===== src/design/eth_cfg.svh =====
// Ethernet MAC subsystem configuration: widths, FIFO sizing and register reset values.
`ifndef ETH_CFG_SVH
`define ETH_CFG_SVH

// Stream and line word widths.
`define ETH_DATA_W 32
`define ETH_KEEP_W 4

// Frame FIFO sizing.
`define ETH_FIFO_DEPTH 64
`define ETH_MAX_FRAME_WORDS 16

// Register reset values.
`define ETH_IFG_RESET 3
`define ETH_CTRL_RESET 2'b11

`endif

===== src/design/eth_pkg.sv =====
// Ethernet MAC shared types: sync headers, control words, line word and register map.
package eth_pkg;

    typedef enum logic [1:0] {
        HDR_DATA = 2'b01,
        HDR_CTRL = 2'b10
    } eth_hdr_t;

    typedef enum logic [7:0] {
        CTRL_IDLE  = 8'h1e,
        CTRL_START = 8'h78,
        CTRL_TERM  = 8'h87
    } eth_ctrl_type_t;

    typedef struct packed {
        eth_ctrl_type_t ctype;      // Block type.
        logic [7:0]     last_bytes; // Valid bytes in final data word, TERM only.
        logic [15:0]    rsvd;
    } eth_ctrl_word_t;

    // The sync header picks which view is valid.
    typedef union packed {
        logic [31:0]    raw;
        eth_ctrl_word_t ctrl;
    } eth_line_word_u;

    typedef enum logic [7:0] {
        REG_CTRL         = 8'h00,
        REG_IFG          = 8'h04,
        REG_TX_GOOD      = 8'h08,
        REG_TX_BAD       = 8'h0c,
        REG_RX_GOOD      = 8'h10,
        REG_RX_BAD       = 8'h14,
        REG_RX_BAD_BLOCK = 8'h18
    } eth_reg_addr_t;

endpackage


===== src/design/eth_stream_if.sv =====
// Frame stream interface with byte enables and a bad-frame flag on the last beat.
`timescale 1ns/10ps
`include "eth_cfg.svh"

interface eth_stream_if;

    logic [`ETH_DATA_W-1:0] tdata;
    logic [`ETH_KEEP_W-1:0] tkeep;
    logic                   tvalid;
    logic                   tready;
    logic                   tlast;
    logic                   tuser;  // Bad frame, valid with tlast.

    modport src (
        output tdata, tkeep, tvalid, tlast, tuser,
        input  tready
    );

    modport snk (
        input  tdata, tkeep, tvalid, tlast, tuser,
        output tready
    );

endinterface


===== src/design/eth_tx_encoder.sv =====
// Transmit encoder that wraps committed frames in START and TERM blocks with an IDLE gap.
`timescale 1ns/10ps
`include "eth_cfg.svh"

module eth_tx_encoder (
    input  logic                   logic_clk,
    input  logic                   logic_rst,
    eth_stream_if.snk              in,
    input  logic                   tx_enable,
    input  logic [7:0]             ifg,
    output logic [`ETH_DATA_W-1:0] serdes_tx_data,
    output logic [1:0]             serdes_tx_hdr
);

    import eth_pkg::*;

    typedef enum logic [1:0] {ST_GAP, ST_START, ST_DATA, ST_TERM} state_t;

    state_t         state;
    logic [7:0]     gap_cnt;     // IDLE blocks sent since the last TERM.
    logic [7:0]     last_bytes;
    eth_line_word_u tx_word;

    assign in.tready      = state == ST_DATA;  // Whole frames only, no stall inside.
    assign serdes_tx_data = tx_word.raw;

    always_ff @(posedge logic_clk or posedge logic_rst) begin
        if (logic_rst) begin
            state         <= ST_GAP;
            gap_cnt       <= '0;
            last_bytes    <= '0;
            serdes_tx_hdr <= HDR_CTRL;
            tx_word.ctrl  <= '{ctype: CTRL_IDLE, last_bytes: 8'd0, rsvd: 16'd0};
        end else begin
            serdes_tx_hdr <= HDR_CTRL;
            tx_word.ctrl  <= '{ctype: CTRL_IDLE, last_bytes: 8'd0, rsvd: 16'd0};
            case (state)
                ST_GAP: begin
                    if (gap_cnt != 8'hff) gap_cnt <= gap_cnt + 1'b1;
                    if (tx_enable && in.tvalid && gap_cnt >= ifg) state <= ST_START;
                end
                ST_START: begin
                    tx_word.ctrl <= '{ctype: CTRL_START, last_bytes: 8'd0, rsvd: 16'd0};
                    state        <= ST_DATA;
                end
                ST_DATA: begin
                    if (in.tvalid) begin
                        serdes_tx_hdr <= HDR_DATA;
                        tx_word.raw   <= in.tdata;
                        if (in.tlast) begin
                            last_bytes <= 8'($countones(in.tkeep));
                            state      <= ST_TERM;
                        end
                    end
                end
                default: begin
                    tx_word.ctrl <= '{ctype: CTRL_TERM, last_bytes: last_bytes, rsvd: 16'd0};
                    gap_cnt      <= '0;
                    state        <= ST_GAP;
                end
            endcase
        end
    end

endmodule


===== src/flat_wrapper.sv =====
// flat-port wrapper written by rule: the top's interface ports become plain ports
module eth_tx_encoder_flat import eth_pkg::*;
  (logic_clk, logic_rst, tx_enable, ifg, serdes_tx_data, serdes_tx_hdr, in_tdata, in_tkeep, in_tvalid, in_tlast, in_tuser, in_tready);
  eth_stream_if in_i ();
  input  logic logic_clk;
  input  logic logic_rst;
  input  logic tx_enable;
  input  logic [7:0] ifg;
  output logic [`ETH_DATA_W-1:0] serdes_tx_data;
  output logic [1:0] serdes_tx_hdr;
  input wire logic [$bits(in_i.tdata)-1:0] in_tdata;
  input wire logic [$bits(in_i.tkeep)-1:0] in_tkeep;
  input wire logic [$bits(in_i.tvalid)-1:0] in_tvalid;
  input wire logic [$bits(in_i.tlast)-1:0] in_tlast;
  input wire logic [$bits(in_i.tuser)-1:0] in_tuser;
  output wire logic [$bits(in_i.tready)-1:0] in_tready;
  assign in_i.tdata = in_tdata;
  assign in_i.tkeep = in_tkeep;
  assign in_i.tvalid = in_tvalid;
  assign in_i.tlast = in_tlast;
  assign in_i.tuser = in_tuser;
  assign in_tready = in_i.tready;
  eth_tx_encoder u_core (.logic_clk(logic_clk), .logic_rst(logic_rst), .in(in_i), .tx_enable(tx_enable), .ifg(ifg), .serdes_tx_data(serdes_tx_data), .serdes_tx_hdr(serdes_tx_hdr));
endmodule

===== config.mk =====
export PLATFORM = sky130hd
export DESIGN_NAME = eth_tx_encoder_flat
export DESIGN_NICKNAME = d
export VERILOG_FILES = /design/src/design/eth_pkg.sv /design/src/design/eth_stream_if.sv /design/src/design/eth_tx_encoder.sv /design/src/flat_wrapper.sv
export VERILOG_INCLUDE_DIRS = /design/src /design/src/design
export SDC_FILE = /design/constraint.sdc
export NUM_CORES = 1
export LEC_CHECK = 0
export ABC_AREA = 1
export BUFFER_PORTS_ARGS = -buffer_cell sky130_fd_sc_hd__buf_2
export CAP_MARGIN = 5
export CORE_ASPECT_RATIO = 2
export CORE_MARGIN = 4
export CORE_UTILIZATION = 52
export CTS_CLUSTER_SIZE = 12
export DETAILED_ROUTE_END_ITERATION = 7
export PLACE_DENSITY = 0.82
export SLEW_MARGIN = 10
export SYNTH_ARGS = -nofsm -noshare
export SYNTH_HDL_FRONTEND = slang
export SYNTH_SLANG_ARGS = --single-unit

===== constraint.sdc =====
create_clock -name logic_clk -period 2.12 [get_ports logic_clk]
set_input_delay 0.212 -clock logic_clk [delete_from_list [all_inputs] [get_ports logic_clk]]
set_output_delay 0.212 -clock logic_clk [all_outputs]
set_load 0.1 [all_outputs]

After elaboration in Yosys (flattened, before gate mapping)
Index checks and enable logic that the tools add are counted.

cells by class
  order comparisons = 1
  eq/ne operators = 7
  reductions and logical operators = 7
  bitwise gates (word level) = 1
  muxes and demuxes = 10
  $add $sub $neg = 4

operators with widths
  kind                 number
  $pmux 32 s3          1
  $mux 32              1
  $pmux 8 s2           1
  $mux 2               5
  $add 8x1->8 const B  1
  $add 8x8->8          1
  $ge 8x8->1           1
  $mux 8               1
  $ne 8x8->1 const B   1
  $pmux 2 s3           1
  $reduce_and 3->1     2
  $add 1x1->2          2
  $ne 2x1->1 const B   2
  $ne 2x2->1 const B   2
  $eq 2x1->1 const B   1
  $eq 2x2->1 const B   1
  $logic_and 1x1->1    2
  $logic_not 2->1      1
  $reduce_and 2->1     1
  $reduce_or 2->1      1
  $not 1->1            1

storage, ports and cells
  logic and storage cells = 35
  output and inout bits = 35
  register bits after elaboration = 52
  input bits = 50

Logic depth before layout (Yosys ltp)
Gate-level depths: netlist of run 1.

  word-level depth = 4
  mapped depth = 14
  gate-level depth less buffers = 14

Least setup slack after synthesis of run 1
OpenSTA, ideal clock, no wires.

  path kind = register -> register
  start point = reg u_core.state[0]
  end point = reg u_core.tx_word (netlist bit u_core.serdes_tx_data[0])
  library setup time = 0.072 ns
  setup slack = -0.110 ns
  cell stages (with the launch flop) = 8
  data arrival time = 2.158 ns
  path through = dfrtp_1 inv_1 ha_1 nand2_1 inv_1 nand2_1 buf_2 nor2_1

between the ends
  cells in the longest elaborated chain, start to end = 2
  elaborated cells between the ends (all ways) = 4

ends and longest elaborated chain
  element                 line                  text
  from (decl)             eth_tx_encoder.sv:19  state_t state;
  from (signal assigned)  eth_tx_encoder.sv:29  state <= ST_GAP;
  from (signal assigned)  eth_tx_encoder.sv:40  if (tx_enable && in.tvalid && gap_cnt >= ifg) state <= ST_START;
  from (signal assigned)  eth_tx_encoder.sv:44  state <= ST_DATA;
  $eq 2x2->1              n/a
  named net in_tready     flat_wrapper.sv:16    output wire logic [$bits(in_i.tready)-1:0] in_tready;
  $pmux 32 s3             eth_tx_encoder.sv:37  case (state)
  to (decl)               eth_tx_encoder.sv:22  eth_line_word_u tx_word;

The timed path passes the listed nets, and every way through them passes these cells.
A chain may end at the register's enable or synchronous reset.

Worst setup path in the final report of run 1
  start point = reg u_core.state[0]
  end point = reg u_core.tx_word (netlist bit u_core.serdes_tx_data[1])

between the ends
  cells in the longest elaborated chain, start to end = 2
  elaborated cells between the ends (all ways) = 4

ends and longest elaborated chain
  element                             line
  $eq 2x2->1 (tied with other cells)  eth_tx_encoder.sv:37
  $pmux 32 s3 (*)                     eth_tx_encoder.sv:37

Mark *: on every way between the ends. The rest lies on a longest branch, timed or not.

==> flow_summary.yaml, run 1 <==
die:
  core_area_mm2: 0.00409
  start_util_pct: 54.0
  fp.dieH_um: 100
  die_width_um: 54.1
  num_rows: 33
  die_area_mm2: 0.00542
  num_io_pins: 85
timing:
  hold_viol_final: 0
  finalSetupTns_ps: 0
  slew_viol_final: 0
  slew_headroom_pct: 56.8
  finalWorstSetupSlack_ps: 246
  setup_viol: 0
  fin_skew_ps: 7.13
  min_period_ps: 1870
  grt_setup_unrepaired: "false"
  fmax_mhz: 534
  timing.final.crit_share_pct: 88.4
  tightestPinTransition_ps: 646
setup_path:
  cp_num_buf_inv: 2
  cp-start-kind: "register"
  critPathCaptureType: "register"
  crit_chain: "inv_1 -> ha_2 -> nand2_1 -> inv_1 -> nand2_1 -> nor2_1"
  slowest_stage: "dfrtp_1"
  critPathTopFamily: "simple AND/OR/NAND/NOR gates"
  critPathMaxFanout: 21
  crit_required_ps: 2340
  arrival_ps: 2090
  max_stage_delay_ps: 430
  path_class: "reg2reg"
clock_network:
  path_clk_slew_ps: 80
  cts.sinks: 47
  post_cts_buffers: 0
  clk_latency_ps: 300
  ctsResizeCount: 0
  cts_buffer_depth: 2
  htree_levels: 2
  hold_buffers: 0
  numCtsBuffers: 5
  root_buffer: "clkbuf_8"
  cts_tree: "done"
grt:
  grt_pass1_wl_um: 7650
  antenna_found_initial: 0
  grt_max_degree: 48
  grt-ovfl-total: 0
  grt_usage_pct: 19.3
  grt_pass1_vias: 1847
flow_run:
  drv_cap: 0
cells_and_area:
  diodes: 0
  final_cell_mix: "83 x buf_2, 49 x nand2_1, 47 x inv_1"
  fillers: 346
  final_common_cell: "buf_2"
  finalNetCount: 398
  drive_above_1_share_pct: 32.8
  areaGrowthSynthToFinish_pct: 26.5
yosys:
  syn-cell-area_mm2: 0.00221
  synth-compound-area-share_pct: 7.25
  syn-num-nets: 310
  yosysWarnings: 0
  avgSynthCellArea_um2: 9.09
  synthAdderAreaFrac_pct: 9.97
  ys_types: 26
  synth_top_family_by_area: "simple AND/OR/NAND/NOR gates"
  synthMuxAreaShare_pct: 1.02
  synthSimpleGateAreaFrac_pct: 18.7
  synthCells: 243
  synth-seq-area-share_pct: 53.5
  synthXorXnorAreaFrac_pct: 0.397
  ys_seq_elements: 47
routing:
  drt_pass1_iterations: 4
  wl_met2_um: 2790
  drc: 0
  dr_wl_met3_um: 295
  highest_layer: "met4"
  via_per_inst: 4.82
  wl_um: 4740
  postRouteAntennaNets: 0
  wire_per_inst_um: 12.3
  drtIter0Drc: 16
  met1_length_um: 1510
  via_count: 1851
placed_design:
  place_ws_ps: 271
  gp_congestion: 0.795
  port_buffers: 83
  dp_hpwl_um: 3780
power:
  power.density_mw_per_mm2: 1470
  power_leakage_nw: 1.70
  peakVddDrop_mv: 1.27
min_path:
  hp-class: "in2async"
run_status:
  status: "complete, no violations"
report_power, final:
group          leakage [nW]  switching [W]  total, W  internal [W]
clock                0.0581       0.000295  0.000646      0.000351
sequential            0.619      0.0000920   0.00124       0.00114
combinational          1.03        0.00181   0.00222      0.000403
routing by layer:
layer,up-vias,global-route usage (%)
met5,-,0
met1,867,18.4
met3,10,4.01
met4,0,10.6
met2,55,35.6
li1,919,-
final cells by class:
type                       count  area, µm²  area share, %
multi-input combinational    144        827           29.6
sequential                    47       1180           42.3
timing repair buffer          84        423           15.1
clock inverter                 3       43.8           1.57
inverter                      49        184           6.58
tap                           52       65.1           2.33
clock buffer                   5       68.8           2.46
cells in the mapped netlist:
library cell  instances  area share, %
fa_1                  1           0.91
a31oi_2               1           0.57
nor2_1               28            4.8
nand2_1              49            8.3
a31oi_1               2           0.57
a21oi_2               1           0.40
a21oi_1               4           0.91
buf_2                 2           0.45
nor3_1                1           0.23
nand3_1              13            2.9
o21ai_1               6            1.4
nand4_1               2           0.57
clkinv_1              1           0.17
inv_1                48            8.2
o21ai_0              10            2.3
nor3_4                1           0.74
xor2_1                1           0.40
or2_2                 2           0.57
clkbuf_4              1           0.34
mux2_2                2            1.0
o21bai_4              1           0.85
ha_1                 16            9.1
o21a_1                1           0.34
nand2_2               2           0.57
dfstp_2               5            5.9
dfrtp_1              42             48
final timing paths:
check | startpoint | end | slack (ps) | depth (start not counted)
max reg2reg | u_core.state[0] | u_core.serdes_tx_data[1] | 250 | 6
min reg2reg | u_core.last_bytes[2] | u_core.serdes_tx_data[18] | 500 | 2
min in group logic_clk | in_tdata[24] | u_core.serdes_tx_data[24] | 110 | 3
max in group asynchronous | logic_rst | u_core.serdes_tx_hdr[1] | 1680 | 3
min | logic_rst | u_core.serdes_tx_data[2] | 40 | 3
max | u_core.state[0] | u_core.serdes_tx_data[1] | 250 | 6
sequential cells by signal (all words and copies together), names as in the netlist:
name                   cells
u_core.gap_cnt             8
u_core.last_bytes          3
u_core.serdes_tx_data     32
u_core.serdes_tx_hdr       2
u_core.state               2
stage by stage:
stage	power [W]	cell area, µm²	utilization (%)	hold slack [ps]	std cells
finish	0.00410	2790	68.4	44.1	384
global route	0.00432	2790	68.4	102	384
CTS	0.00413	2790	68.4	55.5	384
detailed placement	0.00348	2680	65.6	387	376
global placement	0.00342	2680	65.6	378	376
floorplan	0.00310	2210	-	315	243
worst min-delay path: stages:
cell	delay (ps)
buf_2	100
inv_2	30
buf_4	470
kinds of logic after synthesis:
kind of cell / Yosys count
buffers and inverters: 52
adder cells (fa/ha/maj): 17
multiplexers: 2
XOR/XNOR: 1
flip-flops: 47
AO/OA/AOI/OAI: 26
AND/OR/NAND/NOR: 98
Power figures use the tool's default switching activity.
==> run 2: changes to the inputs <==
--- a/config.mk
+++ b/config.mk
@@ -12,9 +12,9 @@
 export CORE_ASPECT_RATIO = 2
 export CORE_MARGIN = 4
 export CORE_UTILIZATION = 52
-export CTS_CLUSTER_SIZE = 12
 export DETAILED_ROUTE_END_ITERATION = 7
-export PLACE_DENSITY = 0.82
+export HOLD_SLACK_MARGIN = 0.12
+export PLACE_DENSITY = 0.87
 export SLEW_MARGIN = 10
 export SYNTH_ARGS = -nofsm -noshare
 export SYNTH_HDL_FRONTEND = slang
==> run 2 against run 1 <==
- clock skew decreased by 3.4 ps
- fmax increased by 3.5%
- cell area increased by 6.6%
- count of clock-buffer cells in the layout unchanged
- sequential power about the same
- critical path type is now reg2out
==> flow_summary.yaml, run 2 (synthesis gave the netlist of run 1 again) <==
run_status:
  status: "complete, no violations"
placed_design:
  gp_congestion: 0.820
  dp_cells: 376
  port_buffers: 83
  dp_hpwl_um: 3790
  place_ws_ps: 202
timing:
  finalSetupTns_ps: 0
  hold_viol_final: 0
  grt_setup_unrepaired: "false"
  slew_headroom_pct: 61.8
  finalWorstSetupSlack_ps: 310
  min_period_ps: 1810
  setup_viol: 0
  fin_skew_ps: 3.78
  tightestPinTransition_ps: 574
  fmax_mhz: 552
  slew_viol_final: 0
  timing.final.crit_share_pct: 85.4
cells_and_area:
  final_common_cell: "buf_2"
  final_cell_mix: "83 x buf_2, 48 x nand2_1, 47 x inv_1"
  multi_input_area_um2: 830
  areaGrowthSynthToFinish_pct: 34.9
  largest_register_ffs: 32
  layout.cells.non_filler: 402
  diodes: 0
  register_area_mm2: 0.00118
  drive_above_1_share_pct: 31.4
  fillers: 295
  finalNetCount: 416
setup_path:
  critPathMaxFanout: 9
  arrival_ps: 1600
  path_class: "reg2out"
  r2r_end: "u_core.gap_cnt[2]"
  r2r_start: "u_core.state[0]"
  max_stage_delay_ps: 450
  slowest_stage: "buf_2"
  crit_required_ps: 1910
  crit_chain: "inv_1 -> ha_2 -> buf_2"
  reg2reg_depth: 6
  critPathCaptureType: "output pin"
  cp-start-kind: "register"
  regToRegSetupSlack_ps: 340
routing:
  highest_layer: "met4"
  dr_wl_met3_um: 244
  wl_um: 5140
  drc: 0
  via_per_inst: 4.68
  drt_pass1_iterations: 4
  postRouteAntennaNets: 0
  met1_length_um: 1750
  via_count: 1883
  drtIter0Drc: 38
  wl_met2_um: 3050
  wire_per_inst_um: 12.8
power:
  switching_share_pct: 53.4
  p_switching_w: 0.00221
  p_seq_share_pct: 29.9
  peakVddDrop_mv: 0.989
  power_leakage_nw: 1.77
  pwr-share-clk_pct: 15.8
  power.density_mw_per_mm2: 1390
  intPower_w: 0.00193
  p_comb_share_pct: 54.3
clock_network:
  post_cts_buffers: 0
  cts.sinks: 47
  htree_levels: 2
  root_buffer: "clkbuf_8"
  cts_buffer_depth: 2
  clk_latency_ps: 290
  numCtsBuffers: 5
  path_clk_slew_ps: 90
  cts_tree: "done"
min_path:
  whs_endpoint: "u_core.serdes_tx_data[13]"
  hp-start: "in_tdata[13]"
  hold_path_depth: 3
  hp-class: "in2reg"
grt:
  grt_max_degree: 48
  grt_usage_pct: 20.3
  grt-ovfl-total: 0
  grt_pass1_vias: 1950
  grt_pass1_wl_um: 8040
  antenna_found_initial: 0
die:
  die_area_mm2: 0.00542
  core_area_mm2: 0.00409
  fp.dieH_um: 100
  start_util_pct: 54.0
  num_rows: 33
  die_width_um: 54.1
  num_io_pins: 85
flow_run:
  drv_cap: 0
run 2: cell types whose count changed in the layout (fill, tap and decap cells not counted), sizes merged:
cell         previous run  this run
dlygate4sd3             0        18
clkinv                  3         1
clkinvlp                0         1
inv                    48        49
run 2: layer usage:
| layer | vias to the layer above | global-route usage [%] |
|---|---|---|
| li1 | 958 | - |
| met1 | 867 | 18.9 |
| met2 | 51 | 40.4 |
| met3 | 7 | 2.67 |
| met4 | 0 | 7.87 |
| met5 | - | 0 |
run 2: worst max-delay path by stage:
stage	end	cells after the start	slack [ps]	start
floorplan	u_core.serdes_tx_data[0]	7	290	u_core.state[0]
global placement	u_core.serdes_tx_data[0]	6	360	u_core.state[0]
detailed placement	u_core.serdes_tx_data[4]	6	200	u_core.state[0]
CTS	u_core.serdes_tx_data[4]	6	170	u_core.state[0]
global route	u_core.gap_cnt[2]	6	180	u_core.state[0]
finish	in_tready	3	310	u_core.state[0]
run 2: area by class of cell:
class	instances	area share, %
clock inverters	3	1.55
repair buffers	102	20.2
clock buffers	5	2.31
multi-input cells	144	27.8
well taps	52	2.18
flip-flops and latches	47	39.7
inverters	49	6.17
run 2: per-stage QoR:
step	area, µm²	hold WS, ps	power, W	utilization, %
CTS	2980	124	0.00416	72.8
global placement	2680	375	0.00341	65.6
floorplan	2210	315	0.00310	-
detailed placement	2680	391	0.00348	65.6
global route	2980	131	0.00435	72.9
finish	2980	128	0.00414	72.9
run 2: worst max-delay path, delay by kind of cell, from the launching register on:
kind,cells,cell delay [ps]
buffers and inverters,2,590
adder cells (fa/ha/maj),1,280
flip-flops,1,430
run 2: what timing repair did:
item,in CTS,in global routing
endpoints found under the setup margin,0,7
resized for setup,0,1
hold buffers,18,0
endpoints found under the hold margin,59,0
run 2: power groups by stage:
stage	combinational (W)	clock, W	sequential, W
after floorplan	0.000703	0	0.00239
after global placement	0.00217	0	0.00124
after detailed placement	0.00222	0	0.00125
after CTS	0.00225	0.000674	0.00124
after global routing	0.00238	0.000703	0.00126
final	0.00224	0.000655	0.00124
