<file path="src/design/eth_cfg.svh">
// Ethernet MAC subsystem configuration: widths, FIFO sizing and register reset values.
`ifndef ETH_CFG_SVH
`define ETH_CFG_SVH

// Stream and line word widths.
`define ETH_DATA_W 32
`define ETH_KEEP_W 4

// Frame FIFO sizing.
`define ETH_FIFO_DEPTH 64
`define ETH_MAX_FRAME_WORDS 16

// Register reset values.
`define ETH_IFG_RESET 3
`define ETH_CTRL_RESET 2'b11

`endif
</file>
<file path="src/design/eth_pkg.sv">
// Ethernet MAC shared types: sync headers, control words, line word and register map.
package eth_pkg;

    typedef enum logic [1:0] {
        HDR_DATA = 2'b01,
        HDR_CTRL = 2'b10
    } eth_hdr_t;

    typedef enum logic [7:0] {
        CTRL_IDLE  = 8'h1e,
        CTRL_START = 8'h78,
        CTRL_TERM  = 8'h87
    } eth_ctrl_type_t;

    typedef struct packed {
        eth_ctrl_type_t ctype;      // Block type.
        logic [7:0]     last_bytes; // Valid bytes in final data word, TERM only.
        logic [15:0]    rsvd;
    } eth_ctrl_word_t;

    // The sync header picks which view is valid.
    typedef union packed {
        logic [31:0]    raw;
        eth_ctrl_word_t ctrl;
    } eth_line_word_u;

    typedef enum logic [7:0] {
        REG_CTRL         = 8'h00,
        REG_IFG          = 8'h04,
        REG_TX_GOOD      = 8'h08,
        REG_TX_BAD       = 8'h0c,
        REG_RX_GOOD      = 8'h10,
        REG_RX_BAD       = 8'h14,
        REG_RX_BAD_BLOCK = 8'h18
    } eth_reg_addr_t;

endpackage

</file>
<file path="src/design/eth_ctrl_regs.sv">
// APB register block with the MAC configuration and saturating event counters.
`timescale 1ns/10ps
`include "eth_cfg.svh"

module eth_ctrl_regs (
    input  logic        logic_clk,
    input  logic        logic_rst,
    input  logic        psel,
    input  logic        penable,
    input  logic        pwrite,
    input  logic [7:0]  paddr,
    input  logic [31:0] pwdata,
    output logic [31:0] prdata,
    output logic        pready,
    output logic        pslverr,
    input  logic        tx_good,
    input  logic        tx_bad,
    input  logic        tx_overflow,
    input  logic        rx_good,
    input  logic        rx_bad,
    input  logic        rx_overflow,
    input  logic        rx_bad_block,
    output logic        tx_enable,
    output logic        rx_enable,
    output logic [7:0]  ifg
);

    import eth_pkg::*;

    localparam int CNT_W = 16;
    localparam int N_CNT = 5;

    logic [CNT_W-1:0] cnt [N_CNT];
    logic [N_CNT-1:0] evt;
    logic [2:0]       cnt_idx;
    logic             cnt_sel;
    logic             mapped;
    logic             wr_en;

    // Counter order follows the register map from TX_GOOD up.
    assign evt     = {rx_bad_block, rx_bad | rx_overflow, rx_good, tx_bad | tx_overflow, tx_good};
    assign cnt_idx = 3'((paddr - REG_TX_GOOD) >> 2);
    assign wr_en   = psel && penable && pwrite;
    assign pready  = 1'b1;  // Zero wait states.
    assign pslverr = psel && penable && !mapped;

    always_comb begin
        mapped  = 1'b1;
        cnt_sel = 1'b0;
        prdata  = '0;
        case (paddr)
            REG_CTRL: prdata = {30'd0, rx_enable, tx_enable};
            REG_IFG:  prdata = {24'd0, ifg};
            REG_TX_GOOD, REG_TX_BAD, REG_RX_GOOD, REG_RX_BAD, REG_RX_BAD_BLOCK: begin
                cnt_sel = 1'b1;
                prdata  = {16'd0, cnt[cnt_idx]};
            end
            default: mapped = 1'b0;
        endcase
    end

    always_ff @(posedge logic_clk or posedge logic_rst) begin
        if (logic_rst) begin
            {rx_enable, tx_enable} <= `ETH_CTRL_RESET;
            ifg                    <= 8'(`ETH_IFG_RESET);
            for (int i = 0; i < N_CNT; i++) cnt[i] <= '0;
        end else begin
            if (wr_en && paddr == REG_CTRL) {rx_enable, tx_enable} <= pwdata[1:0];
            if (wr_en && paddr == REG_IFG) ifg <= pwdata[7:0];
            for (int i = 0; i < N_CNT; i++) begin
                if (wr_en && cnt_sel && cnt_idx == 3'(i)) begin
                    cnt[i] <= CNT_W'(evt[i]);  // Clear, keeping a same-cycle event.
                end else if (evt[i] && cnt[i] != '1) begin
                    cnt[i] <= cnt[i] + 1'b1;
                end
            end
        end
    end

endmodule

</file>
<file path="config.mk">
export PLATFORM = sky130hd
export DESIGN_NAME = eth_ctrl_regs
export DESIGN_NICKNAME = d
export VERILOG_FILES = /design/src/design/eth_pkg.sv /design/src/design/eth_ctrl_regs.sv
export VERILOG_INCLUDE_DIRS = /design/src /design/src/design
export SDC_FILE = /design/constraint.sdc
export NUM_CORES = 1
export LEC_CHECK = 0
export ABC_AREA = 1
export BUFFER_PORTS_ARGS = -buffer_cell sky130_fd_sc_hd__buf_2
export CORE_ASPECT_RATIO = 1.4
export CORE_UTILIZATION = 55
export CTS_CLUSTER_SIZE = 14
export DETAILED_ROUTE_END_ITERATION = 12
export GPL_TIMING_DRIVEN = 0
export PLACE_DENSITY = 0.77
export SYNTH_ARGS = -nofsm -noshare
export SYNTH_HDL_FRONTEND = slang
export SYNTH_SLANG_ARGS = --single-unit
</file>
<file path="constraint.sdc">
create_clock -name logic_clk -period 3.8 [get_ports logic_clk]
set_input_delay 1.14 -clock logic_clk [delete_from_list [all_inputs] [get_ports logic_clk]]
set_output_delay 1.14 -clock logic_clk [all_outputs]
set_load 0.01 [all_outputs]
</file>
# ---- After elaboration in Yosys (flattened, before gate mapping)
# Cells that the tools add are included.
dict set report op_classes {
  addsub 6
  mul 0
  div_mod_pow 0
  n_lt_le_gt_ge 1
  eq_ne 15
  shift 0
  mux 16
  n_bitwise 3
  n_reduce_logical 26
}
# operator n
set ops {}
lappend ops {{two-way mux 16 bit} 12}
lappend ops {{adder 16 x 1 -> 16 bit, second input constant} 5}
lappend ops {{inequality test 16 bit, second input constant} 5}
lappend ops {{binary-select mux 16 bit (select 3 bit)} 1}
lappend ops {{case mux 16 bit (3 select lines)} 1}
lappend ops {{equality test 8 x 5 -> 1 bit, second input constant} 3}
lappend ops {{equality test 8 x 4 -> 1 bit, second input constant} 2}
lappend ops {{logical AND 1 bit} 16}
lappend ops {{nonzero test 2 bit} 5}
lappend ops {{equality test 8 x 3 -> 1 bit, second input constant} 1}
lappend ops {{zero test 8 bit} 1}
lappend ops {{OR reduction 7 bit} 1}
lappend ops {{equality test 3 x 2 -> 1 bit, second input constant} 2}
lappend ops {{OR reduction 5 bit} 1}
lappend ops {{subtractor 5 x 4 -> 5 bit, second input constant} 1}
lappend ops {{greater-or-equal comparator 4 bit, second input constant} 1}
lappend ops {{inverter 3 -> 4 bit} 1}
lappend ops {{equality test 3 x 1 -> 1 bit, second input constant} 1}
lappend ops {{equality test 3 bit, second input constant} 1}
lappend ops {{zero test 3 bit} 1}
lappend ops {{two-way mux 1 bit} 2}
lappend ops {{bitwise OR 1 bit} 2}
lappend ops {{zero test 1 bit} 1}
dict set report word_totals {
  register_bits 90
  latchBits 0
  ram_bits 0
  romBits 0
  in_bits 52
  output_inout_bits 44
  wordCells 75
  memories 0
}

# ---- Logic depth before layout (Yosys ltp)
# Gate-level depths: netlist of the first run.
dict set report depth {
  ltp_word 6
  ltp_mapped 10
  mapped_depth_nobuf 9
}

# ---- Worst setup path before layout of the first run
# No wires, ideal clock.
dict set report synth_timing {
  path_type {input -> output}
  startpoint {input paddr[0]}
  endpoint {output prdata[2]}
  arrival_time_ns 2.142
  required_ns 2.660
  setup_slack_ns 0.518
  path_stages 8
  n_path_buf 1
  cell_sequence {inv_1 > nand2_1 > nor2_8 > nand2_1 > nor2_2 > buf_4 > nand2_1 > nand2_1}
}
dict set report synth_between {
  elab_chain_len 6
}
# element line_no
set synth_lines {}
lappend synth_lines {{start, declared} eth_ctrl_regs.sv:11} ;# input logic [7:0] paddr,
lappend synth_lines {{subtractor 5 x 4 -> 5 bit} eth_ctrl_regs.sv:42} ;# assign cnt_idx = 3'((paddr - REG_TX_GOOD) >> 2);
lappend synth_lines {{inverter 3 -> 4 bit (not written as such)} eth_ctrl_regs.sv:56} ;# prdata = {16'd0, cnt[cnt_idx]};
lappend synth_lines {{binary-select mux 16 bit (select 3 bit)} eth_ctrl_regs.sv:56}
lappend synth_lines {{two-way mux 16 bit (not written as such) (2 in a row)} eth_ctrl_regs.sv:56}
lappend synth_lines {{case mux 16 bit (3 select lines) *} eth_ctrl_regs.sv:51} ;# case (paddr)
lappend synth_lines {{end, declared} eth_ctrl_regs.sv:13} ;# output logic [31:0] prdata,
# Every way passes the cells marked *; elsewhere a longest branch is shown, timed or not. The select of a mux whose other input is x is not followed.

# ---- Final worst setup path of the first run
dict set report layout_timing {
  startpoint {input paddr[3]}
  endpoint {output prdata[3]}
}
# Same word-level chain as after synthesis.

==> flow_summary.json, run 1 <==
{
  "r2r_cells": 8,
  "clockBufferDepth": 2,
  "synth_area_um2": 6590,
  "power_per_cell_area_nw_per_um2": 403,
  "worstPathArrival_ns": 2.52,
  "area_delta_synth_final_pct": 13.4,
  "antenna_found_initial": 0,
  "fin_total_pwr_mw": 3.01,
  "cpPeakStageDelay_ns": 0.40,
  "synthCells": 1016,
  "maxSlewHeadroom_pct": 60.4,
  "cap_violations": 0,
  "max_freq_ghz": 0.273,
  "end_kind": "output pin",
  "startpoint_type": "input port",
  "synth_mux_area_share_pct": 0,
  "grt_pass1_wl_um": 30900,
  "drv_slew": 0,
  "root_buffer": "clkbuf_16",
  "clock_latency_ns": 0.34,
  "period_share_pct": 96.4,
  "setup_viol": 0,
  "hold_viol_final": 0,
  "clkTransAtPathRegs_ns": 0.06,
  "path_class": "in2out",
  "worstPathMaxFanout": 15,
  "fin_crit_ns": 3.66,
  "min_from": "ifg[1]",
  "synthSimpleGateAreaFrac_pct": 46.7,
  "ys_types": 37,
  "cts_tree": "built",
  "initial_core_util_pct": 57.3,
  "track_usage_pct": 31.6,
  "seq_area_frac_synth_pct": 34.2,
  "dpl.hpwl_um": 14200,
  "avgSynthCellArea_um2": 6.49,
  "fin_nets": 1153,
  "crit_slowest_cell": "a21oi_2",
  "diodes": 0,
  "synth_fa_ha_area_share_pct": 0.949,
  "io_buffers": 54,
  "cp_top_family": "simple AND/OR/NAND/NOR gates",
  "cp_common_cell": "buf_2",
  "ys_ff_latch": 90,
  "rrSetupSlack_ns": 1.78,
  "h-tree-depth": 3,
  "final_cell_mix": "370 x nand2_1, 144 x nor2_1, 86 x dfrtp_1",
  "firstDrtPassIters": 6,
  "cp_num_cells": 7,
  "via_count": 6893,
  "status": "finished, final reports clean",
  "synthXorXnorAreaFrac_pct": 2.13,
  "cts.sinks": 90,
  "ioPinCount": 96,
  "yosysWarningCount": 0,
  "final_common_cell": "nand2_1",
  "startpoint": "paddr[3]",
  "core-area_um2": 11500,
  "r2r-end": "cnt[61]",
  "drtIter0Drc": 532,
  "wl_per_cell_um": 15.0,
  "cts-buffers-inserted": 9,
  "crit_end": "prdata[3]",
  "drive_gt1_share_pct": 13.3,
  "rows": 46,
  "die_y_um": 132,
  "rsz0062_at_grt": "false",
  "path_buf_inv": 2,
  "hold_path_class": "reg2reg",
  "die_area_um2": 12400,
  "grt_pass1_vias": 6543,
  "path_cells": "buf_2, nand2_2, nand3_2, a21oi_2, nand3_1, nand2_1, buf_2",
  "finalWeightedCongestion": 0.956,
  "worst-slew-pin-transition_ns": 0.594,
  "p_leak_nw": 3.81,
  "synth_top_family_by_area": "simple AND/OR/NAND/NOR gates",
  "grt_overflow": 0,
  "finClkSkew_ns": 0.00417,
  "ant_nets": 0,
  "grt_max_degree": 48,
  "placed_cells": 1230,
  "r2r-start": "cnt[48]",
  "die_w_um": 94.5,
  "critPathRequiredTime_ns": 2.66,
  "post-cts-setup-buffers": 0,
  "peakVddDrop_uv": 239,
  "fin_cells": 1245,
  "synth_compound_area_share_pct": 6.78,
  "totalWireLength_um": 18600,
  "drc_errors": 0,
  "vias_per_cell": 5.54
}
[worst register-to-register path, delay by kind of cell, from the launching register on]
kind	cells	cell delay (ns)
buffers and inverters	1	0.38
adders and majority gates	1	0.29
and+or+nand+nor	5	0.56
AOI/OAI and AO/OA	1	0.22
DFF	1	0.51
[cells in the mapped netlist (all sizes together)]
library cell	number	area (um2)
buf	33	231
o2111ai	3	26.3
o21a	1	7.51
nand3	77	390
nand3b	10	75.1
clkbuf	6	22.5
ha	5	62.6
inv	92	345
a22oi	2	15.0
and3	1	6.26
o22ai	7	43.8
dfrtp	86	2150
dfstp	4	105
or2	9	56.3
conb	2	7.51
xor2	16	140
nand2	376	1440
nor3	1	5.00
a21oi	17	88.8
o31ai	2	15.0
nor2	151	606
nand4	70	504
o21ai	35	175
o21bai	10	75.1
[report_power, final]
part | total, mW | switching, mW | internal (mW)
registers | 1.34 | 0.237 | 1.10
logic | 0.640 | 0.381 | 0.259
clock network | 1.04 | 0.378 | 0.660
[routing by layer]
metal  up-vias  GRT usage, %  wire length [um]
li1       3433             -                 -
met1      3193          37.5              7320
met2       227          56.4              9810
met3        40          4.75               991
met4         0          11.0               508
met5         -             0                 0
[sequential cells by signal, indices dropped and copies added, names as in the netlist]
name       flops
cnt           80
rx_enable      1
tx_enable      1
ifg            8
[logic make-up after synthesis]
family                     Yosys count
AOI/OAI and AO/OA                   77
and+or+nand+nor                    695
xor gates and xnor gates            16
other                                2
adders and majority gates            5
DFF                                 90
buffers and inverters              131
[how the worst min path moves through the flow]
stage               endpoint  slack [ns]  cells past startpoint
floorplan             ifg[0]        0.49                      2
CTS                   ifg[1]        0.49                      2
global route          ifg[1]        0.51                      2
finish                ifg[1]        0.48                      2
global placement      ifg[1]        0.48                      2
detailed placement    ifg[1]        0.48                      2
[cell type report]
class	instances	area, um2
Timing Repair Buffer	55	298
Clock inverter	5	103
Buffer	38	250
Inverter	92	348
Fill cell	1114	4030
Multi-Input combinational cell	810	3800
Sequential cell	90	2260
Tap cell	144	180
Clock buffer	11	243
[per-stage QoR]
| stage | worst slack (ns) | hold WS, ns | cell area, um2 | util [%] | setup TNS [ns] |
|---|---|---|---|---|---|
| global route | 0.0205 | 0.514 | 7480 | 65.0 | 0 |
| detailed placement | 0.127 | 0.476 | 7130 | 61.9 | 0 |
| finish | 0.138 | 0.485 | 7480 | 65.0 | 0 |
| global placement | -0.865 | 0.479 | 7100 | 61.7 | -73.92 |
| floorplan | 0.331 | 0.486 | 6650 | - | 0 |
| CTS | 0.112 | 0.486 | 7470 | 64.9 | 0 |
[repair_timing]
| item | in CTS | in global routing |
|---|---|---|
| resized for setup | 0 | 2 |
| endpoints found under the setup margin | 0 | 9 |
| hold buffers | 0 | 0 |
Note: power is estimated with default switching activity, not from simulation.
==> inputs of run 2 (changes only) <==
--- a/config.mk
+++ b/config.mk
@@ -10,6 +10,7 @@
 export BUFFER_PORTS_ARGS = -buffer_cell sky130_fd_sc_hd__buf_2
 export CORE_ASPECT_RATIO = 1.4
 export CORE_UTILIZATION = 55
+export CTS_BUF_LIST = sky130_fd_sc_hd__clkbuf_4 sky130_fd_sc_hd__clkbuf_8
 export CTS_CLUSTER_SIZE = 14
 export DETAILED_ROUTE_END_ITERATION = 12
 export GPL_TIMING_DRIVEN = 0
==> flow_summary.json, run 2 (synthesis results as in run 1) <==
{
  "status": "finished, final reports clean",
  "fin_hold_ws_ns": 0.488,
  "drtIter0Drc": 537,
  "core-area_um2": 11500,
  "drv_slew": 0,
  "drc_errors": 0,
  "path_buf_inv": 2,
  "r2r_cells": 8,
  "initial_core_util_pct": 57.3,
  "multi_input_area_um2": 3800,
  "fin_total_pwr_mw": 2.78,
  "grt_overflow": 0,
  "peakVddDrop_uv": 233,
  "end_kind": "output pin",
  "track_usage_pct": 31.2,
  "antenna_found_initial": 1,
  "critPathRequiredTime_ns": 2.66,
  "clockBufferDepth": 2,
  "cp_top_family": "simple AND/OR/NAND/NOR gates",
  "met2_length_um": 9600,
  "min_from": "ifg[1]",
  "cap_violations": 0,
  "root_buffer": "clkbuf_8",
  "area_delta_synth_final_pct": 12.0,
  "maxSlewHeadroom_pct": 61.1,
  "startpoint_type": "input port",
  "clkTransAtPathRegs_ns": 0.09,
  "finalWeightedCongestion": 0.956,
  "h-tree-depth": 3,
  "die_y_um": 132,
  "worst-slew-pin-transition_ns": 0.584,
  "post-route-util_pct": 64.1,
  "worst_hold_path.endpoint": "ifg[1]",
  "max_freq_ghz": 0.272,
  "fin_nets": 1153,
  "via_count": 6823,
  "cpPeakStageDelay_ns": 0.40,
  "p_leak_nw": 3.77,
  "period_share_pct": 96.9,
  "final_common_cell": "nand2_1",
  "rsz0062_at_grt": "false",
  "ioPinCount": 96,
  "ant_nets": 0,
  "path_cells": "buf_2, nand2_2, nand3_2, a21oi_2, nand3_1, nand2_1, buf_2",
  "crit_slowest_cell": "a21oi_2",
  "finClkSkew_ns": 0.00753,
  "dpl.hpwl_um": 14200,
  "cp_common_cell": "buf_2",
  "met1_length_um": 7460,
  "drive_gt1_share_pct": 13.4,
  "worstPathMaxFanout": 15,
  "wl_per_cell_um": 14.8,
  "hold_path_class": "reg2reg",
  "fin_crit_ns": 3.68,
  "cts-buffers-inserted": 9,
  "hold_buffers": 0,
  "setup_slack_ns": 0.120,
  "grt_pass1_wl_um": 30400,
  "largest_reg_flops": 80,
  "r2r-end": "cnt[61]",
  "final_cell_mix": "370 x nand2_1, 144 x nor2_1, 86 x dfrtp_1",
  "cts_tree": "built",
  "clock_latency_ns": 0.37,
  "totalWireLength_um": 18500,
  "layout_top_registers": "cnt: 80 flops, ifg: 8 flops",
  "place_ws_ns": 0.127,
  "firstDrtPassIters": 8,
  "grt_max_degree": 48,
  "grt_pass1_vias": 6460,
  "power_per_cell_area_nw_per_um2": 377,
  "dr_wl_met3_um": 856,
  "cts.sinks": 90,
  "io_buffers": 54,
  "r2r-start": "cnt[48]",
  "num-fill-cells": 1136,
  "ff_latch_area_um2": 2260,
  "worstPathArrival_ns": 2.54,
  "setup_viol": 0,
  "die_w_um": 94.5,
  "rrSetupSlack_ns": 1.81,
  "top_layer_used": "met4",
  "die_area_um2": 12400,
  "regMostFlops": "cnt",
  "hold_depth": 2,
  "hold_viol_final": 0,
  "path_class": "in2out",
  "vias_per_cell": 5.48,
  "rows": 46,
  "tns_ns": 0
}
==> run 2: cell count changes in the layout (fill, tap and decap cells not counted), sizes merged <==
cell and delta:
diode +1
==> run 2: repair_timing <==
| action | 4_1_cts | 5_1_grt |
|---|---|---|
| resized for setup | 0 | 2 |
| setup buffers | 0 | 0 |
| setup endpoints to repair | 0 | 9 |
==> run 2: through the flow <==
stage	instance area (um2)	instances
3_5_place_dp	7130	1230
2_1_floorplan	6650	1031
6_report	7380	1246
5_1_grt	7380	1246
4_1_cts	7380	1246
3_3_place_gp	7100	1229
==> run 2: final cells by class <==
class	instances	area share, %
timing repair buffer	55	4.03
tap	144	2.44
clock buffer	11	1.97
multi-input combinational	810	51.5
clock inverter	5	1.39
sequential	90	30.6
buffer	38	3.39
inverter	92	4.71
antenna	1	0.0339
==> run 2: how the worst max path moves through the flow <==
| stage | start | endpoint | slack (ns) | cells past startpoint |
|---|---|---|---|---|
| final | paddr[3] | prdata[3] | 0.12 | 7 |
| after global routing | paddr[3] | prdata[6] | 0.03 | 10 |
| after CTS | paddr[0] | prdata[5] | 0.12 | 10 |
| after detailed placement | paddr[0] | prdata[5] | 0.13 | 10 |
| after global placement | logic_rst | cnt[74] | -0.87 | 2 |
| after floorplan | logic_rst | cnt[0] | 0.33 | 1 |
==> run 2: routing by layer <==
| layer | vias to the layer above | track usage [%] |
|---|---|---|
| met3 | 39 | 4.86 |
| met5 | - | 0 |
| met1 | 3168 | 37.3 |
| met4 | 0 | 10.9 |
| li1 | 3425 | - |
| met2 | 191 | 55.4 |
==> run 2: worst reg2reg max path, cell delays in order (launching register included) <==
cell and delay (ns):
dfrtp_1 0.51, ha_1 0.28, nand2_1 0.10, nor2_1 0.06
nand2_1 0.10, o21a_1 0.22, clkbuf_1 0.38, nand4_1 0.18
nand2_1 0.10
==> run 2: report_power, final <==
group          total, mW  leakage [nW]  switching (mW)  internal (mW)
Sequential          1.33          1.14           0.238           1.10
Combinational      0.638          2.51           0.379          0.259
Clock              0.812         0.123           0.350          0.461
Total               2.78          3.77           0.967           1.82
==> inputs of run 3 (changes only) <==
--- a/config.mk
+++ b/config.mk
@@ -9,12 +9,12 @@
 export ABC_AREA = 1
 export BUFFER_PORTS_ARGS = -buffer_cell sky130_fd_sc_hd__buf_2
 export CORE_ASPECT_RATIO = 1.4
-export CORE_UTILIZATION = 55
+export CORE_UTILIZATION = 50
 export CTS_BUF_LIST = sky130_fd_sc_hd__clkbuf_4 sky130_fd_sc_hd__clkbuf_8
 export CTS_CLUSTER_SIZE = 14
 export DETAILED_ROUTE_END_ITERATION = 12
 export GPL_TIMING_DRIVEN = 0
-export PLACE_DENSITY = 0.77
+export PLACE_DENSITY = 0.71
 export SYNTH_ARGS = -nofsm -noshare
 export SYNTH_HDL_FRONTEND = slang
 export SYNTH_SLANG_ARGS = --single-unit
==> flow_summary.json, run 3 (synthesis results as in run 1) <==
{
  "via_count": 6791,
  "drtIter0Drc": 429,
  "fin_crit_ns": 3.67,
  "antenna_found_initial": 0,
  "dpl.hpwl_um": 14200,
  "finClkSkew_ns": 0.00909,
  "placed_cells": 1239,
  "initial_core_util_pct": 51.2,
  "drv_slew": 0,
  "ioPinCount": 96,
  "fin_nets": 1154,
  "tns_ns": 0,
  "clkTransAtPathRegs_ns": 0.09,
  "cts_tree": "built",
  "worst-slew-pin-transition_ns": 0.587,
  "post-route-util_pct": 57.1,
  "status": "finished, final reports clean",
  "peakVddDrop_uv": 175,
  "fin_total_pwr_mw": 2.64,
  "track_usage_pct": 27.9,
  "num-fill-cells": 1324,
  "totalWireLength_um": 18300,
  "wl_per_cell_um": 14.6,
  "period_share_pct": 96.6,
  "p_sw_share_pct": 36.8,
  "combPwrFrac_pct": 24.2,
  "grt_pass1_vias": 6254,
  "clockBufferDepth": 2,
  "area_delta_synth_final_pct": 11.5,
  "path_class": "in2out",
  "cap_violations": 0,
  "power_per_cell_area_nw_per_um2": 359,
  "diodes": 0,
  "h-tree-depth": 3,
  "p_clk_share_pct": 25.5,
  "regMostFlops": "cnt",
  "final_common_cell": "nand2_1",
  "startpoint_type": "input port",
  "clock_latency_ns": 0.37,
  "rsz0062_at_grt": "false",
  "fin_hold_ws_ns": 0.487,
  "critPathRequiredTime_ns": 2.66,
  "final_cell_mix": "370 x nand2_1, 143 x nor2_1, 86 x dfrtp_1",
  "setup_viol": 0,
  "cts-buffers-inserted": 9,
  "die_w_um": 99.0,
  "max_freq_ghz": 0.272,
  "worstPathArrival_ns": 2.53,
  "firstDrtPassIters": 6,
  "rows": 49,
  "hold_path_class": "reg2reg",
  "p_seq_share_pct": 50.3,
  "grt_overflow": 0,
  "vias_per_cell": 5.41,
  "fin_cells": 1255,
  "grt_pass1_wl_um": 29900,
  "p_leak_nw": 3.74,
  "intPower_mw": 1.67,
  "end_kind": "output pin",
  "root_buffer": "clkbuf_8",
  "core-area_um2": 12900,
  "maxSlewHeadroom_pct": 60.9,
  "hold_viol_final": 0,
  "hold_buffers": 0,
  "largest_reg_flops": 80,
  "finalWeightedCongestion": 0.947,
  "layout_top_registers": "cnt: 80 flops, ifg: 8 flops",
  "io_buffers": 54,
  "drc_errors": 0,
  "worstPathMaxFanout": 10,
  "ant_nets": 0,
  "drive_gt1_share_pct": 13.5,
  "grt_max_degree": 47,
  "cts.sinks": 90,
  "die_area_um2": 13700,
  "die_y_um": 138,
  "p_sw_mw": 0.972
}
-- run 3: cell count changes in the layout (fill, tap and decap cells not counted), sizes merged --
cell      previous run  this run
bufinv               3         1
diode                1         0
clkinvlp             1         5
clkinv               1         0
-- run 3: path summary, 6_finish.rpt --
| kind | end | from | cells after the start | slack (ns) |
|---|---|---|---|---|
| setup / recovery | prdata[12] | paddr[3] | 8 | 0.13 |
| setup reg to reg | cnt[63] | cnt[48] | 8 | 1.82 |
| max in group asynchronous | cnt[75] | logic_rst | 3 | 2.32 |
| hold / removal | ifg[0] | ifg[0] | 2 | 0.49 |
| hold reg to reg | ifg[0] | ifg[0] | 2 | 0.49 |
| min in group asynchronous | cnt[7] | logic_rst | 2 | 0.84 |
-- run 3: layout make-up --
cell class	count	area [um2]	share of cell area, %
Tap cell	153	191	2.60
Timing Repair Buffer	55	298	4.05
Buffer	39	255	3.47
Clock buffer	10	131	1.79
Clock inverter	6	67.6	0.919
Inverter	92	348	4.73
Multi-Input combinational cell	810	3800	51.7
Sequential cell	90	2260	30.7
-- run 3: critical path, cell delays in order --
cell,delay (ns)
buf_2,0.16
nand2_2,0.14
clkbuf_2,0.23
nor2_1,0.08
a21oi_1,0.25
o2111ai_1,0.22
a21oi_1,0.16
buf_2,0.15
-- run 3: power by group through the flow --
stage	clock network, mW	logic (mW)	registers [mW]
finish	0.673	0.639	1.33
CTS	0.690	0.636	1.32
floorplan	0	0.495	1.26
global route	0.718	0.734	1.35
global placement	0	0.617	1.34
detailed placement	0	0.633	1.34
-- run 3: layer usage --
metal / vias to the layer above / track usage [%] / share of wire (%)
met4: 0 / 12.8 / 3.3
met3: 45 / 2.67 / 5.3
met1: 3096 / 33.9 / 41
met5: - / 0 / 0
met2: 213 / 50.0 / 50
li1: 3437 / - / -
-- run 3: timing repair --
action,CTS,global route
buffers inserted,0,0
setup endpoints to repair,0,10
resized for setup,0,5
-- run 3: through the flow --
stage               instance area, um2  setup slack (ns)
floorplan                         6650             0.331
global placement                  7110            -0.879
detailed placement                7140            0.0768
CTS                               7340            0.0697
global route                      7350            0.0371
finish                            7350             0.129
